<file path="src/logic/vec_bus_pkg.sv">
package vec_bus_pkg;

	// ------------------------------
	// CPU bus
	// ------------------------------

	// Generic 8080-style bus as seen from the core
	typedef struct packed {
		logic [15:0] addr;
		logic [7:0]  dout;
		logic        sync;
		logic        rd;
		logic        wr_n;
	} cpu_bus_t;

	// Status byte put on the data bus during sync
	typedef struct packed {
		logic ram_read;
		logic io_read;
		logic m1;
		logic io_write;
		logic halt_ack;
		logic io_stack;
		logic write_n;
		logic int_ack;
	} status_word_t;

	// Strobes decoded from the status byte and rd / wr_n
	typedef struct packed {
		logic mreq;
		logic io_rd;
		logic io_wr;
		logic stack;
		logic int_ack;
		logic ram_read;
		logic mem_write;
	} cycle_t;

	// ------------------------------
	// I/O side
	// ------------------------------

	typedef struct packed {
		logic joy_sel;
		logic pal_sel;
		logic edsk_sel;
	} io_sel_t;

	// Single-bit command written to port 04h
	typedef struct packed {
		logic       is_mode;
		logic [2:0] unused;
		logic [2:0] bit_index;
		logic       bit_value;
	} joy_bit_cmd_t;

	// Port 05h takes the whole byte, port 04h the bit command
	typedef union packed {
		logic [7:0]   whole;
		joy_bit_cmd_t bit_cmd;
	} joy_wr_u;

endpackage

</file>
<file path="src/logic/vec_map_pkg.sv">
package vec_map_pkg;

	// ------------------------------
	// Port map
	// ------------------------------

	// Value seen on a port nobody drives
	localparam logic [7:0] IO_IDLE = 8'hFF;

	// Joystick register, 04h for bit commands and 05h for whole byte
	localparam logic [7:0] PORT_JOY_CTRL = 8'h04;

	// Joystick reads
	localparam logic [7:0] PORT_JOY_P  = 8'h06;
	localparam logic [7:0] PORT_JOY_PU = 8'h07;
	localparam logic [7:0] PORT_JOY_A  = 8'h0E;
	localparam logic [7:0] PORT_JOY_B  = 8'h0F;

	// E-disk control
	localparam logic [7:0] PORT_EDSK = 8'h10;

	// ------------------------------
	// RAM pages
	// ------------------------------

	// Main RAM, E-disk banks follow at 1..4
	localparam logic [2:0] PAGE_BASE = 3'd0;

	// ------------------------------
	// Host joystick vector
	// ------------------------------

	localparam logic [2:0] JOY_RIGHT_BIT = 3'd0;
	localparam logic [2:0] JOY_LEFT_BIT  = 3'd1;
	localparam logic [2:0] JOY_DOWN_BIT  = 3'd2;
	localparam logic [2:0] JOY_UP_BIT    = 3'd3;
	localparam logic [2:0] JOY_FIRE1_BIT = 3'd4;
	localparam logic [2:0] JOY_FIRE2_BIT = 3'd5;

endpackage

</file>
<file path="src/logic/bus_status_latch.sv">
module bus_status_latch
	import vec_bus_pkg::*;
(
	input  logic         clk_sys,
	input  logic         cold_reset,
	input  cpu_bus_t     bus_i,
	output status_word_t status_o,
	output cycle_t       cycle_o
);

	logic         sync_q;
	status_word_t status_q;

	// Status byte is valid on dout at the rising edge of sync
	always_ff @(posedge clk_sys) begin
		if (cold_reset) begin
			sync_q   <= 1'b0;
			status_q <= '0;
		end else begin
			sync_q <= bus_i.sync;
			if (!sync_q && bus_i.sync) begin
				status_q <= status_word_t'(bus_i.dout);
			end
		end
	end

	assign status_o = status_q;

	// ------------------------------
	// Cycle strobes
	// ------------------------------

	always_comb begin
		cycle_o.mreq      = (status_q.ram_read | ~status_q.write_n) &
		                    ~status_q.io_write & ~status_q.io_read;
		cycle_o.io_rd     = status_q.io_read & bus_i.rd;
		cycle_o.io_wr     = status_q.io_write & ~bus_i.wr_n;
		cycle_o.stack     = status_q.io_stack;
		cycle_o.int_ack   = status_q.int_ack;
		cycle_o.ram_read  = status_q.ram_read;
		// Memory write is any write that is not an OUT
		cycle_o.mem_write = ~bus_i.wr_n & ~status_q.io_write;
	end

	// An I/O cycle is either IN or OUT, never both
	a_io_dir_exclusive: assert property (
		@(posedge clk_sys) disable iff (cold_reset)
		!(status_q.io_read && status_q.io_write)
	);

	// Read and write strobes never overlap
	a_rd_wr_exclusive: assert property (
		@(posedge clk_sys) disable iff (cold_reset)
		!(bus_i.rd && !bus_i.wr_n)
	);

endmodule

</file>
<file path="src/logic/io_port_decoder.sv">
module io_port_decoder
	import vec_bus_pkg::*;
	import vec_map_pkg::*;
(
	input  logic [7:0] port_i,
	input  logic [7:0] joy_p_i,
	input  logic [7:0] joy_pu_i,
	input  logic [7:0] joy_a_i,
	input  logic [7:0] joy_b_i,
	output io_sel_t    sel_o,
	output logic [7:0] io_data_o
);

	// Only the low address byte takes part in port decoding.
	// PPI, timer, sound and floppy ranges fall through to idle
	always_comb begin
		sel_o     = '0;
		io_data_o = IO_IDLE;

		if (port_i[7:1] == PORT_JOY_CTRL[7:1]) begin
			// Write-only register pair
			sel_o.joy_sel = 1'b1;
			io_data_o     = 8'h00;
		end else if (port_i == PORT_JOY_P) begin
			io_data_o = joy_p_i;
		end else if (port_i == PORT_JOY_PU) begin
			io_data_o = joy_pu_i;
		end else if (port_i[7:2] == PORT_JOY_A[7:2]) begin
			// Palette block 0Ch..0Fh, the top two also carry stick reads
			sel_o.pal_sel = 1'b1;
			if (port_i == PORT_JOY_A) begin
				io_data_o = joy_a_i;
			end else if (port_i == PORT_JOY_B) begin
				io_data_o = joy_b_i;
			end
		end else if (port_i == PORT_EDSK) begin
			sel_o.edsk_sel = 1'b1;
		end
	end

endmodule

</file>
<file path="src/logic/edisk_ctrl_reg.sv">
module edisk_ctrl_reg
	import vec_bus_pkg::*;
(
	input  logic       clk_sys,
	input  logic       cold_reset,
	input  io_sel_t    sel_i,
	input  logic       io_wr_i,
	input  logic [7:0] data_i,
	output logic [7:0] ed_reg_o
);

	logic we;
	logic we_q;

	assign we = io_wr_i & sel_i.edsk_sel;

	// ------------------------------
	// Control byte
	// ------------------------------

	// bit 7,6  window over E000 / 8000
	// bit 5    window enable
	// bit 4    stack enable
	// bit 3:2  stack bank
	// bit 1:0  window bank
	always_ff @(posedge clk_sys) begin
		if (cold_reset) begin
			we_q     <= 1'b0;
			ed_reg_o <= 8'h00;
		end else begin
			we_q <= we;
			// Store once per OUT, however long wr_n stays low
			if (we && !we_q) begin
				ed_reg_o <= data_i;
			end
		end
	end

endmodule

</file>
<file path="src/logic/edisk_page_mapper.sv">
module edisk_page_mapper
	import vec_bus_pkg::*;
	import vec_map_pkg::*;
(
	input  logic [7:0]   ed_reg_i,
	input  logic [15:0]  addr_i,
	input  status_word_t status_i,
	output logic [2:0]   page_o
);

	logic win;
	logic mem_cyc;
	logic map_stack;
	logic map_win;

	// A000..DFFF always, E000 and 8000 blocks on request
	assign win = addr_i[15] & (
	             (addr_i[14] ^ addr_i[13]) |
	             (ed_reg_i[7] & addr_i[14] & addr_i[13]) |
	             (ed_reg_i[6] & ~addr_i[14] & ~addr_i[13]));

	assign mem_cyc = status_i.ram_read | ~status_i.write_n;

	assign map_stack = ed_reg_i[4] & status_i.io_stack & mem_cyc;
	assign map_win   = ed_reg_i[5] & win & mem_cyc;

	// Stack mapping wins
	always_comb begin
		if (map_stack) begin
			page_o = PAGE_BASE + 3'd1 + {1'b0, ed_reg_i[3:2]};
		end else if (map_win) begin
			page_o = PAGE_BASE + 3'd1 + {1'b0, ed_reg_i[1:0]};
		end else begin
			page_o = PAGE_BASE;
		end
	end

endmodule

</file>
<file path="src/logic/joystick_ports.sv">
module joystick_ports
	import vec_bus_pkg::*;
	import vec_map_pkg::*;
(
	input  logic       clk_sys,
	input  logic       cold_reset,
	input  io_sel_t    sel_i,
	input  logic       io_wr_i,
	input  logic       addr0_i,
	input  joy_wr_u    wr_data_i,
	input  logic [7:0] joy_a_i,
	input  logic [7:0] joy_b_i,
	output logic [7:0] joy_p_o,
	output logic [7:0] joy_pu_o,
	output logic [7:0] joy_a_o,
	output logic [7:0] joy_b_o
);

	logic       we;
	logic       we_q;
	logic [7:0] joy_port;
	logic [7:0] joy_or;

	// Stick seen by the machine, low active
	function automatic logic [7:0] stick_view(input logic [7:0] j);
		return ~{j[JOY_FIRE2_BIT], j[JOY_FIRE1_BIT], 2'b00,
		         j[JOY_DOWN_BIT], j[JOY_UP_BIT], j[JOY_LEFT_BIT], j[JOY_RIGHT_BIT]};
	endfunction

	// ------------------------------
	// Port register
	// ------------------------------

	assign we = io_wr_i & sel_i.joy_sel;

	always_ff @(posedge clk_sys) begin
		if (cold_reset) begin
			we_q     <= 1'b0;
			joy_port <= 8'h00;
		end else begin
			we_q <= we;
			if (we && !we_q) begin
				if (addr0_i) begin
					joy_port <= wr_data_i.whole;
				end else if (!wr_data_i.bit_cmd.is_mode) begin
					// Mode writes to 04h are ignored
					joy_port[wr_data_i.bit_cmd.bit_index] <= wr_data_i.bit_cmd.bit_value;
				end
			end
		end
	end

	// ------------------------------
	// Read views
	// ------------------------------

	assign joy_a_o = stick_view(joy_a_i);
	assign joy_b_o = stick_view(joy_b_i);

	// Either stick, high active
	assign joy_or   = joy_a_i | joy_b_i;
	assign joy_pu_o = {joy_or[JOY_UP_BIT], joy_or[JOY_RIGHT_BIT],
	                   joy_or[JOY_DOWN_BIT], joy_or[JOY_LEFT_BIT],
	                   joy_or[JOY_FIRE1_BIT], joy_or[JOY_FIRE2_BIT], 2'b00};

	// Source of port 06h
	always_comb begin
		case (joy_port[6:5])
			2'b00:   joy_p_o = joy_a_o & joy_b_o;
			2'b01:   joy_p_o = joy_a_o;
			2'b10:   joy_p_o = joy_b_o;
			default: joy_p_o = 8'hFF;
		endcase
	end

endmodule

</file>
<file path="src/logic/vec_io_top.sv">
module vec_io_top
	import vec_bus_pkg::*;
(
	input  logic       clk_sys,
	input  logic       cold_reset,
	input  cpu_bus_t   cpu_bus_i,
	input  logic [7:0] joy_a_i,
	input  logic [7:0] joy_b_i,
	input  logic [7:0] mem_data_i,
	output logic [7:0] cpu_din_o,
	output logic       mem_req_o,
	output logic       mem_we_o,
	output logic [2:0] ram_page_o
);

	status_word_t status;
	cycle_t       cycle;
	io_sel_t      io_sel;
	joy_wr_u      joy_wr;
	logic [7:0]   io_rd_data;
	logic [7:0]   ed_reg;
	logic [7:0]   joy_p;
	logic [7:0]   joy_pu;
	logic [7:0]   joy_a_view;
	logic [7:0]   joy_b_view;

	bus_status_latch u_status (
		.clk_sys    (clk_sys),
		.cold_reset (cold_reset),
		.bus_i      (cpu_bus_i),
		.status_o   (status),
		.cycle_o    (cycle)
	);

	io_port_decoder u_decoder (
		.port_i    (cpu_bus_i.addr[7:0]),
		.joy_p_i   (joy_p),
		.joy_pu_i  (joy_pu),
		.joy_a_i   (joy_a_view),
		.joy_b_i   (joy_b_view),
		.sel_o     (io_sel),
		.io_data_o (io_rd_data)
	);

	// ------------------------------
	// E-disk
	// ------------------------------

	edisk_ctrl_reg u_ed_reg (
		.clk_sys    (clk_sys),
		.cold_reset (cold_reset),
		.sel_i      (io_sel),
		.io_wr_i    (cycle.io_wr),
		.data_i     (cpu_bus_i.dout),
		.ed_reg_o   (ed_reg)
	);

	edisk_page_mapper u_mapper (
		.ed_reg_i (ed_reg),
		.addr_i   (cpu_bus_i.addr),
		.status_i (status),
		.page_o   (ram_page_o)
	);

	// ------------------------------
	// Joysticks
	// ------------------------------

	assign joy_wr = joy_wr_u'(cpu_bus_i.dout);

	joystick_ports u_joy (
		.clk_sys    (clk_sys),
		.cold_reset (cold_reset),
		.sel_i      (io_sel),
		.io_wr_i    (cycle.io_wr),
		.addr0_i    (cpu_bus_i.addr[0]),
		.wr_data_i  (joy_wr),
		.joy_a_i    (joy_a_i),
		.joy_b_i    (joy_b_i),
		.joy_p_o    (joy_p),
		.joy_pu_o   (joy_pu),
		.joy_a_o    (joy_a_view),
		.joy_b_o    (joy_b_view)
	);

	// ------------------------------
	// CPU read data
	// ------------------------------

	always_comb begin
		if (cycle.int_ack) begin
			// RST 7 on interrupt acknowledge
			cpu_din_o = 8'hFF;
		end else if (status.io_read) begin
			cpu_din_o = io_rd_data;
		end else begin
			cpu_din_o = mem_data_i;
		end
	end

	assign mem_req_o = cycle.mreq;
	assign mem_we_o  = cycle.mem_write;

endmodule

</file>
<file path="config.mk">
export PLATFORM = sky130hd
export DESIGN_NAME = vec_io_top
export DESIGN_NICKNAME = d
export VERILOG_FILES = /design/src/logic/vec_bus_pkg.sv /design/src/logic/vec_map_pkg.sv /design/src/logic/bus_status_latch.sv /design/src/logic/io_port_decoder.sv /design/src/logic/edisk_ctrl_reg.sv /design/src/logic/edisk_page_mapper.sv /design/src/logic/joystick_ports.sv /design/src/logic/vec_io_top.sv
export SDC_FILE = /design/constraint.sdc
export NUM_CORES = 1
export LEC_CHECK = 0
export BUFFER_PORTS_ARGS = -buffer_cell sky130_fd_sc_hd__buf_2
export CAP_MARGIN = 20
export CORE_MARGIN = 2
export CORE_UTILIZATION = 45
export CTS_CLUSTER_DIAMETER = 80
export DETAILED_ROUTE_END_ITERATION = 7
export PLACE_DENSITY = 0.78
export SYNTH_ARGS = -nofsm -noshare
export SYNTH_HDL_FRONTEND = slang
export SYNTH_SLANG_ARGS = --single-unit
</file>
<file path="constraint.sdc">
create_clock -name clk_sys -period 4.2 [get_ports clk_sys]
set_input_delay 0.42 -clock clk_sys [delete_from_list [all_inputs] [get_ports clk_sys]]
set_output_delay 0.42 -clock clk_sys [all_outputs]
set_load 0.1 [all_outputs]
</file>
Yosys cells after proc, flatten, opt, wreduce, memory -nomap -nowiden

Cells that the tools add are included.

Register bits: 25
Output and inout port bits: 13
Logic and storage cells: 85
Bits of input ports: 53

Equal/unequal tests: 10
Reductions and logical operators: 9
Order comparisons: 2
Bitwise logic cells: 29
$add $sub $neg: 2
Mux-type cells: 22

Operator list:

| kind                                                                                 | number |
|---|---|
| 8-bit 2-to-1 mux                                                                     | 10 |
| 8-bit case mux with 3 select lines                                                   | 1 |
| 8-bit by 3-bit equality test with 1-bit output (second input constant)               | 2 |
| 8-bit by 4-bit equality test with 1-bit output (second input constant)               | 2 |
| 8-bit NOT                                                                            | 2 |
| 1-bit bitwise AND                                                                    | 15 |
| 8-bit bitwise AND                                                                    | 1 |
| 8-bit bitwise mux                                                                    | 1 |
| 8-bit by 5-bit equality test with 1-bit output (second input constant)               | 1 |
| 7-bit by 2-bit equality test with 1-bit output (second input constant)               | 1 |
| 1-bit 2-to-1 mux                                                                     | 7 |
| 1-bit by 2-bit adder with 3-bit output (first input constant)                        | 2 |
| 6-bit by 2-bit equality test with 1-bit output (second input constant)               | 1 |
| 3-bit 2-to-1 mux                                                                     | 2 |
| 1-bit NOT                                                                            | 6 |
| 6-bit OR                                                                             | 1 |
| 1-bit logical AND                                                                    | 4 |
| 3-bit by 4-bit less-than comparator with 1-bit output (second input constant)        | 1 |
| 1-bit demux with 3-bit select                                                        | 1 |
| 3-bit by 1-bit greater-or-equal comparator with 1-bit output (second input constant) | 1 |
| 1-bit logical NOT                                                                    | 3 |
| 1-bit OR                                                                             | 3 |
| 2-bit by 1-bit equality test with 1-bit output (second input constant)               | 1 |
| 2-bit equality test (second input constant)                                          | 1 |
| 4 further kinds                                                                      | 4 |

Depth between registers and ports, before layout

Gate-level depths: netlist (run 1).

Depth in word-level cells: 9
Gate-level depth with buffers: 6
Gate-level depth less buffers: 4

By module

From an unflattened synthesis (run 1), not the netlist that was laid out.

Cell total of the unflattened synthesis: 210
Area total of the unflattened synthesis: 1,783.0 um2

Modules (own cells, without submodules):

| module            | cells each | area an instance (um2) | instances | sequential area each (um2) |
|---|---|---|---|---|
| bus_status_latch  | 43         | 455.4                  | 1         | 180.2 |
| edisk_ctrl_reg    | 38         | 392.9                  | 1         | 180.2 |
| joystick_ports    | 53         | 364.1                  | 1         | 60.1 |
| io_port_decoder   | 41         | 316.6                  | 1         | 0.0 |
| vec_io_top        | 18         | 142.6                  | 1         | 0.0 |
| edisk_page_mapper | 17         | 111.4                  | 1         | 0.0 |

Worst setup path before layout (run 1)

OpenSTA, ideal clock, no wires.

Path type: register -> output
Start point: register u_status.status_q (netlist bit u_status.cycle_o[1])
End point: output ram_page_o[0]
Arrival: 3.803 ns
Buffers on the path: 0
Required time: 3.780 ns
Path slack: -0.023 ns
Cell stages (with the launch flop): 4
Cell sequence: dfxtp_1 nand2b_1 and3_1 o41ai_1

Longest elaborated chain between the ends: 4
Elaborated cells on any way between the ends: 5
Classes of those cells: 2 x mux; 3 x bitwise

RTL lines:

| item                   | line                    | text |
|---|---|---|
| start, declared        | bus_status_latch.sv:12  | `status_word_t status_q;` |
| start signal, assigned | bus_status_latch.sv:22  | `status_q <= status_word_t'(bus_i.dout);` |
| 1-bit OR *             | edisk_page_mapper.sv:22 | `assign mem_cyc = status_i.ram_read \| ~status_i.write_n;` |
| 1-bit bitwise AND      | edisk_page_mapper.sv:25 | `assign map_win = ed_reg_i[5] & win & mem_cyc;` |
| 3-bit 2-to-1 mux       | edisk_page_mapper.sv:31 | `end else if (map_win) begin` |
| 3-bit 2-to-1 mux *     | edisk_page_mapper.sv:29 | `if (map_stack) begin` |
| end, declared          | vec_io_top.sv:13        | `output logic [2:0] ram_page_o` |

Mark *: on every way between the ends. The rest lies on a longest branch, timed or not.

Final worst setup path (run 1)

Start point: input cpu_bus_i[16] in the netlist's numbering
End point: output cpu_din_o[6]

Longest elaborated chain between the ends: 9
Elaborated cells on any way between the ends: 14
Classes of those cells: 6 x eq/ne; 8 x mux

RTL lines:

| item                                           | line                  | text |
|---|---|---|
| start, declared                                | vec_io_top.sv:6       | `input cpu_bus_t cpu_bus_i,` |
| 8-bit by 4-bit equality test with 1-bit output | io_port_decoder.sv:33 | `end else if (port_i == PORT_JOY_B) begin` |
| 8-bit 2-to-1 mux                               | io_port_decoder.sv:33 |  |
| 8-bit 2-to-1 mux                               | io_port_decoder.sv:31 | `if (port_i == PORT_JOY_A) begin` |
| 8-bit 2-to-1 mux                               | io_port_decoder.sv:28 | `end else if (port_i[7:2] == PORT_JOY_A[7:2]) begin` |
| 8-bit 2-to-1 mux                               | io_port_decoder.sv:26 | `end else if (port_i == PORT_JOY_PU) begin` |
| 8-bit 2-to-1 mux                               | io_port_decoder.sv:24 | `end else if (port_i == PORT_JOY_P) begin` |
| 8-bit 2-to-1 mux *                             | io_port_decoder.sv:20 | `if (port_i[7:1] == PORT_JOY_CTRL[7:1]) begin` |
| 8-bit 2-to-1 mux *                             | vec_io_top.sv:94      | `end else if (status.io_read) begin` |
| 8-bit 2-to-1 mux *                             | vec_io_top.sv:91      | `if (cycle.int_ack) begin` |
| end, declared                                  | vec_io_top.sv:10      | `output logic [7:0] cpu_din_o,` |

Marks and branches as above.

==> reports/summary.txt, run 1 <==
Measured slew at the worst slew-check pin: 0.6797 ns
Number of standard-cell rows in the floorplan: 19
Worst R2R Path Depth: 4
DR iter-0 viols: 66
Sum of met3 wire segment lengths after detailed routing: 246 um
Filler Cells Inserted: 277
Met2 wire length: 1460 um
Critical path startpoint category: input pin
Required time of the worst setup path: 3.78 ns
Starting density of the core: 47.55%
Setup Total Neg Slack: 0 ns
Worst slack on hold paths: 0.3568 ns
Clock tree skew after final layout: 0.0006445 ns
Minimum setup slack after placement: 1.621 ns
Area added between synthesis and finish: 23.28%
Clock tree buffer depth: 2
Largest cells by area after synthesis: dfxtp_1 29%, mux2i_1 11%, nor2_1 5.2%, nor3_1 4.2%, nand2b_1 3.8%
Number of detailed-route iterations in the first pass: 4
Number of hold violations in the final report: 0
Clock insertion delay at the later pin of the skew report: 0.29 ns
Synthesized instance count: 162
Total of hold buffers inserted after clock tree synthesis: 0
Clock buffer count from CTS: 3
Die Area: 3362 sq um
Metal1 wirelength: 1470 um
Maximum vdd ir drop: 0.2486 mV
Number of buffers inserted by port buffering: 55
Resized Gates After CTS: 0
Avg Inst Size Synth: 8.094 sq um
Share of synthesized area occupied by flip-flops and latches: 29.01%
Placed wire-length estimate: 2509 um
Leakage power figure: 0.7706 nW
Launch point of the critical path: cpu_bus_i[16]
Maximum Capacitance Violations: 0
Global-route wire length before repair: 4885 um
I/O pin count: 66
TritonCTS clock tree: yes
Worst hold-check path type: in2reg
Clock input transition at the sequential cells of the worst setup and hold paths: 0.10 ns
Multi-input combinational cell area: 873.3 sq um
Proportion of register bits with asynchronous set or reset after synthesis: 0%
Drt via density: 5.663
Worst max-slew margin expressed relative to the limit: 54.59%
Ant. Diodes: 0
Antenna-violating nets left: 0
Main synth FF type: dfxtp_1
Commonest cells after routing, fill and taps aside: 55 x buf_2, 19 x dfxtp_1, 18 x nor2_1
Part of the power in the clock network: 20.5%
EDFF count, synth: 0
Max-slew violations: 0
Maximum number of pins on one net before global-route repair: 20
Clock sink count: 19
Remaining Overflow, GRT: 0
Buffers inserted during post-CTS setup optimization: 0
Portion of total power attributed to combinational logic: 36.8%
Flop pwr share: 42.7%
Post-route fraction of the period consumed by the critical path: 61.42%
Design internal power: 0.0002647 W
Switching part of the total power: 39.77%
Worst setup slack for register-to-register paths: 2.58 ns
Topmost layer with routed signal wires: met4
Setup repair after global routing missed its margin: no
Fin worst setup slack: 1.620 ns
Level count of the clock H-tree: 1
Post-synth design cell area: 1311 sq um
Die extent in y: 57.98 um
Critical path type: in2out
Termination of the worst setup path: cpu_din_o[6]
Cell at the root of the clock tree: clkbuf_4
Yosys warning count: 0
Number of setup violations in the final report: 0
Via count: 1,376
Result of the run: completed
Sum of routed wire length over all layers: 3183 um
Crit path capture type: output port
Post-synthesis sequential element count: 19
Share of post-route cells with drive strength above 1: 33.02%
Initial antenna violation count: 0
Number of DRC violations after detailed routing: 0
Vias in the first global route: 1,128
Share of the synthesized area in the top cell type: 29.01%
Std-Cell Core Area: 2758 sq um
Number of nets in the final layout: 268
Chip Width: 57.98 um
PD cells: 271.9 nW/um^2
Worst r2r dst: u_joy.joy_port[6]
Placer Congestion: 0.8998
Most common cell after layout, fill and taps aside: buf_2
Highest achievable clock rate: 387.7 MHz
Syn_nets: 217
Critical register-to-register path startpoint: u_status.status_o[4]
Sequential cell area: 380.4 sq um
Global routing usage summed across all routing layers: 18.25%
Minimum clock period after layout: 2.580 ns
Leading area contributor after synthesis: dfxtp_1
Critical path peak fanout: 11
Wire per inst: 13.10 um
Synth cell types: 43
Switching component of the power: 0.0001748 W
Arrival time of data at the critical path endpoint: 2.16 ns
final cells by class:
| cell class | count | share of cell area [%] |
|---|---|---|
| repair buffers | 55 | 17.03 |
| flip-flops and latches | 19 | 23.53 |
| inverters | 6 | 1.393 |
| well taps | 31 | 2.399 |
| clock buffers | 4 | 1.625 |
| multi-input cells | 128 | 54.02 |
how the worst min path moves through the flow:
stage	from	endpoint	slack [ns]	cells after the start
floorplan	u_status.cycle_o[1]	u_status.cycle_o[1]	0.45	2
global placement	u_status.cycle_o[1]	u_status.cycle_o[1]	0.47	2
detailed placement	u_status.cycle_o[1]	u_status.cycle_o[1]	0.48	2
CTS	cpu_bus_i[2]	u_status.sync_q	0.35	2
global route	cpu_bus_i[2]	u_status.sync_q	0.37	2
finish	cpu_bus_i[2]	u_status.sync_q	0.36	2
power by group through the flow:
stage	Sequential, W	Clock (W)	Combinational (W)
6_report	0.000188	0.0000901	0.000162
5_1_grt	0.000188	0.000101	0.000171
3_3_place_gp	0.000192	0	0.000161
2_1_floorplan	0.000190	0	0.000123
3_5_place_dp	0.000192	0	0.000162
4_1_cts	0.000188	0.0000929	0.000162
metrics by stage:
| stage | power, W | instance area [sq um] | instances | utilization [%] |
|---|---|---|---|---|
| 5_1_grt | 0.0004602 | 1617 | 243 | 58.62 |
| 6_report | 0.0004395 | 1617 | 243 | 58.62 |
| 2_1_floorplan | 0.0003123 | 1319 | 162 | - |
| 4_1_cts | 0.0004426 | 1617 | 243 | 58.62 |
| 3_3_place_gp | 0.0003523 | 1590 | 239 | 57.67 |
| 3_5_place_dp | 0.0003535 | 1590 | 239 | 57.67 |
kinds of logic (layout without fill, tap and decap cells):
kind of cell	count (synthesis)	count (layout)	share of synthesized area, %
mux	18	18	14.03
fa+ha+maj	2	2	1.908
simple gates	67	67	27.39
flops	19	19	29.01
compound gates	41	41	22.71
buf+inv	15	65	4.962
synthesized netlist by cell type, types with 3 or more instances:
| cell type | count |
|---|---|
| inv_1 | 6 |
| a21o_1 | 3 |
| mux2i_1 | 15 |
| nand2_1 | 10 |
| mux2_2 | 3 |
| a31oi_1 | 3 |
| clkbuf_1 | 5 |
| a21oi_1 | 6 |
| nor3_1 | 11 |
| a31o_2 | 3 |
| o31a_1 | 3 |
| nor3b_1 | 3 |
| o21ai_0 | 5 |
| dfxtp_1 | 19 |
| o41ai_1 | 3 |
| nor2b_1 | 3 |
| nand2b_1 | 8 |
| nor2_1 | 18 |
flip-flops by register name (all words and copies together) (netlist names):
name / count
u_status.sync_q: 1
u_status.status_o: 3
u_ed_reg.we_q: 1
u_joy.we_q: 1
u_status.cycle_o: 3
u_joy.joy_port: 2
u_ed_reg.ed_reg_o: 8
layer usage:
layer,vias up,global-route usage (%)
met5,-,0
met3,2,2.232
met4,0,4.983
met1,619,23.86
li1,703,-
met2,52,31.66
critical path: stages:
cell and delay [ns]:
buf_2 0.11, nor4_2 0.40, nand2_1 0.32, o21a_1 0.31
a221o_1 0.30, buf_2 0.29
Note: power is estimated with default switching activity, not from simulation.
==> run 2, diff against run 1 <==
--- a/config.mk
+++ b/config.mk
@@ -5,13 +5,14 @@
 export SDC_FILE = /design/constraint.sdc
 export NUM_CORES = 1
 export LEC_CHECK = 0
+export ABC_AREA = 1
 export BUFFER_PORTS_ARGS = -buffer_cell sky130_fd_sc_hd__buf_2
 export CAP_MARGIN = 20
 export CORE_MARGIN = 2
 export CORE_UTILIZATION = 45
 export CTS_CLUSTER_DIAMETER = 80
 export DETAILED_ROUTE_END_ITERATION = 7
-export PLACE_DENSITY = 0.78
+export PLACE_DENSITY = 0.77
 export SYNTH_ARGS = -nofsm -noshare
 export SYNTH_HDL_FRONTEND = slang
 export SYNTH_SLANG_ARGS = --single-unit
==> constraint.sdc (replaced) <==
create_clock -name clk_sys -period 2.4 [get_ports clk_sys]
set_input_delay 0.24 -clock clk_sys [delete_from_list [all_inputs] [get_ports clk_sys]]
set_output_delay 0.24 -clock clk_sys [all_outputs]
set_load 0.1 [all_outputs]
==> run 2 against run 1 <==
Net effect:
- first-iteration DRC count grew 23%
- count of clock-buffer cells in the layout is the same
- combinational power grew 100%
- core utilization shrank 0.19 points
- worst setup slack lost 1.2 ns
- routed wire length grew 18%
- critical endpoint is now ram_page_o[1]
==> reports/summary.txt, run 2 <==
Sequential cell area: 380.4 sq um (unchanged)
Sum of routed wire length over all layers: 3768 um (+18%)
Largest stage delay on the critical path: 0.43 ns (+0.03 ns)
Number of nets in the final layout: 351 (+31%)
Filler Cells Inserted: 329 (+19%)
Die extent in y: 59.98 um (+3.4%)
Via count: 1,658 (+20%)
TritonCTS clock tree: yes
Resized Gates After CTS: 0 (unchanged)
Setup repair after global routing missed its margin: no
Result of the run: completed
Level count of the clock H-tree: 1 (unchanged)
Biggest register: u_ed_reg.ed_reg_o
I/O pin count: 66 (unchanged)
Cell with the biggest individual delay on the critical path: buf_2
Synthesized instance count: 237 (+46%)
Number of standard-cell rows in the floorplan: 20 (+1)
EDFF count, synth: 0 (unchanged)
Clock sink count: 19 (unchanged)
Multi-input combinational cell area: 892.1 sq um (+2.1%)
Vias in the first global route: 1,392 (+23%)
Die Area: 3598 sq um (+7.0%)
Clock insertion delay at the later pin of the skew report: 0.30 ns (about the same)
Critical path peak fanout: 3 (-8)
Fin worst setup slack: 0.3959 ns (-1.224 ns)
Global-route wire length before repair: 5927 um (+21%)
Chain of cells forming the critical path: inv_1 > or2_1 > nand4_1 > nor2_1 > nand3_1 > o21ai_1 > buf_2
Post-route fraction of the period consumed by the critical path: 83.50%
Proportion of register bits with asynchronous set or reset after synthesis: 0% (unchanged)
Placer Congestion: 0.8381 (-6.9%)
Maximum Capacitance Violations: 0 (unchanged)
Arrival time of data at the critical path endpoint: 1.76 ns (-0.40 ns)
Area added between synthesis and finish: 25.47%
Crit path capture type: output port
Top Family by Delay on Critical Path: simple AND/OR/NAND/NOR gates
Worst hold-check path type: in2reg
Antenna-violating nets left: 0 (unchanged)
Minimum clock period after layout: 2.004 ns
Initial antenna violation count: 0 (unchanged)
DR iter-0 viols: 81 (+23%)
Ant. Diodes: 0 (unchanged)
Area of all placed cells without fillers: 1769 sq um (+9.4%)
Chip Width: 59.98 um (+3.4%)
Synth cell types: 26 (-40%)
Buffers & Inverters on Critical Path: 2 (unchanged)
Number of buffers inserted by port buffering: 55 (unchanged)
Std-Cell Core Area: 3028 sq um (+9.8%)
Max-slew violations: 0 (unchanged)
DP Area: 1743 sq um (+9.6%)
Share of post-route cells with drive strength above 1: 26.10% (-6.9 points)
Post-synth design cell area: 1410 sq um (+7.5%)
Number of detailed-route iterations in the first pass: 4 (unchanged)
Maximum number of pins on one net before global-route repair: 11 (-45%)
Critical path startpoint category: flop
Leakage power figure: 0.8890 nW (+15%)
Placed wire-length estimate: 3033 um (+21%)
Leading area contributor after synthesis: dfxtp_1
Starting density of the core: 46.57% (-0.98 points)
Yosys warning count: 0 (unchanged)
Commonest cells after routing, fill and taps aside: 56 x nand2_1, 55 x buf_2, 38 x nor2_1
Measured slew at the worst slew-check pin: 0.6144 ns (-0.06527 ns)
Dominant cell by count in the synthesized netlist: nand2_1
Most common cell after layout, fill and taps aside: nand2_1
Avg Inst Size Synth: 5.950 sq um (-26%)
Main synth FF type: dfxtp_1
Number of hold violations in the final report: 0 (unchanged)
Share of the synthesized area in the top cell type: 26.97% (-2.0 points)
Clock buffer count from CTS: 3 (unchanged)
Clock tree buffer depth: 2 (unchanged)
Required time of the worst setup path: 2.16 ns (-1.62 ns)
Wire per inst: 11.12 um (-15%)
Post-synthesis sequential element count: 19 (unchanged)
Remaining Overflow, GRT: 0 (unchanged)
Number of setup violations in the final report: 0 (unchanged)
Clock tree skew after final layout: 0.004671 ns (+0.004027 ns)
Largest cells by area after synthesis: dfxtp_1 27%, nand2_1 15%, nor2_1 10%, a21oi_1 8.9%, nand4_1 5.3%
Largest register FFs: 8 (unchanged)
Syn_nets: 292 (+35%)
Top cells by count, synth: 56 x nand2_1, 38 x nor2_1, 25 x a21oi_1
PD cells: 463.5 nW/um^2 (+70%)
Cell at the root of the clock tree: clkbuf_4
Worst max-slew margin expressed relative to the limit: 58.81% (+4.2 points)
Highest achievable clock rate: 499.0 MHz
Setup Total Neg Slack: 0 ns (unchanged)
Number of DRC violations after detailed routing: 0 (unchanged)
Share of synthesized area occupied by flip-flops and latches: 26.97% (-2.0 points)
Maximum vdd ir drop: 0.3201 mV (+29%)
Global routing usage summed across all routing layers: 21.55% (+3.3 points)
Buffers inserted during post-CTS setup optimization: 0 (unchanged)
Clock input transition at the sequential cells of the worst setup and hold paths: 0.11 ns (about the same)
Minimum setup slack after placement: 0.5016 ns (-1.119 ns)
Drt via density: 4.891 (-14%)
Total of hold buffers inserted after clock tree synthesis: 0 (unchanged)
Critical path type: reg2out
==> run 2: changes by cell type after synthesis, sizes merged, moves of 14 or more <==
cell and change:
mux2i -15, nor2 +22, nand3 +14, inv +21, a21oi +19, nand2 +47, o21ai +16
==> run 2: metal layers <==
metal	up-vias	part of all wire, %	track usage (%)
met5	-	0	0
li1	900	-	-
met2	41	43	32.76
met3	6	4.8	4.978
met1	711	51	31.18
met4	0	0.88	4.127
==> run 2: layout make-up <==
cell class,instances,share of cell area [%]
tap,44,3.112
sequential,19,21.50
multi-input combinational,183,50.42
clock buffer,4,1.485
timing repair buffer,57,16.41
inverter,32,7.072
==> run 2: worst paths after layout <==
path	startpoint	end	slack, ns	depth (start not counted)
setup / recovery	u_status.status_o[1]	ram_page_o[1]	0.40	7
hold / removal	cpu_bus_i[2]	u_status.sync_q	0.15	3
setup reg to reg	u_status.status_o[4]	u_ed_reg.ed_reg_o[6]	1.01	6
hold reg to reg	u_status.status_o[1]	u_status.status_o[1]	0.46	2
==> run 2: kinds of logic (layout without fill, tap and decap cells) <==
| logic type | after synthesis | in the layout | share of synthesized area, % |
|---|---|---|---|
| buffers and inverters | 35 | 93 | 9.760 |
| AND/OR/NAND/NOR | 134 | 134 | 44.72 |
| flip-flops | 19 | 19 | 26.97 |
| adder cells (fa/ha/maj) | 2 | 2 | 1.774 |
| AO/OA/AOI/OAI | 47 | 47 | 16.77 |
==> run 2: stage by stage <==
stage	power, W	utilization [%]	instances	hold WS [ns]
3_5_place_dp	0.0006604	57.56	335	0.4448
3_3_place_gp	0.0006572	57.56	335	0.4372
4_1_cts	0.0008187	58.43	339	0.1536
2_1_floorplan	0.0005733	-	237	0.3473
5_1_grt	0.0008572	58.43	339	0.1431
6_report	0.0008200	58.43	339	0.1485
==> run 2: power by group <==
group / leakage, nW / total (W) / internal, W / switching [W]
sequential: 0.155 / 0.000331 / 0.000324 / 0.00000677
combinational: 0.719 / 0.000324 / 0.0000757 / 0.000248
clock: 0.0150 / 0.000165 / 0.0000649 / 0.000100
total: 0.889 / 0.000820 / 0.000464 / 0.000356
==> run 2: worst register-to-register path: cells and delay by family, from the launching register on <==
kind	cells	cell delay, ns
simple gates	4	0.80
flops	1	0.36
buf+inv	1	0.07
compound gates	1	0.06
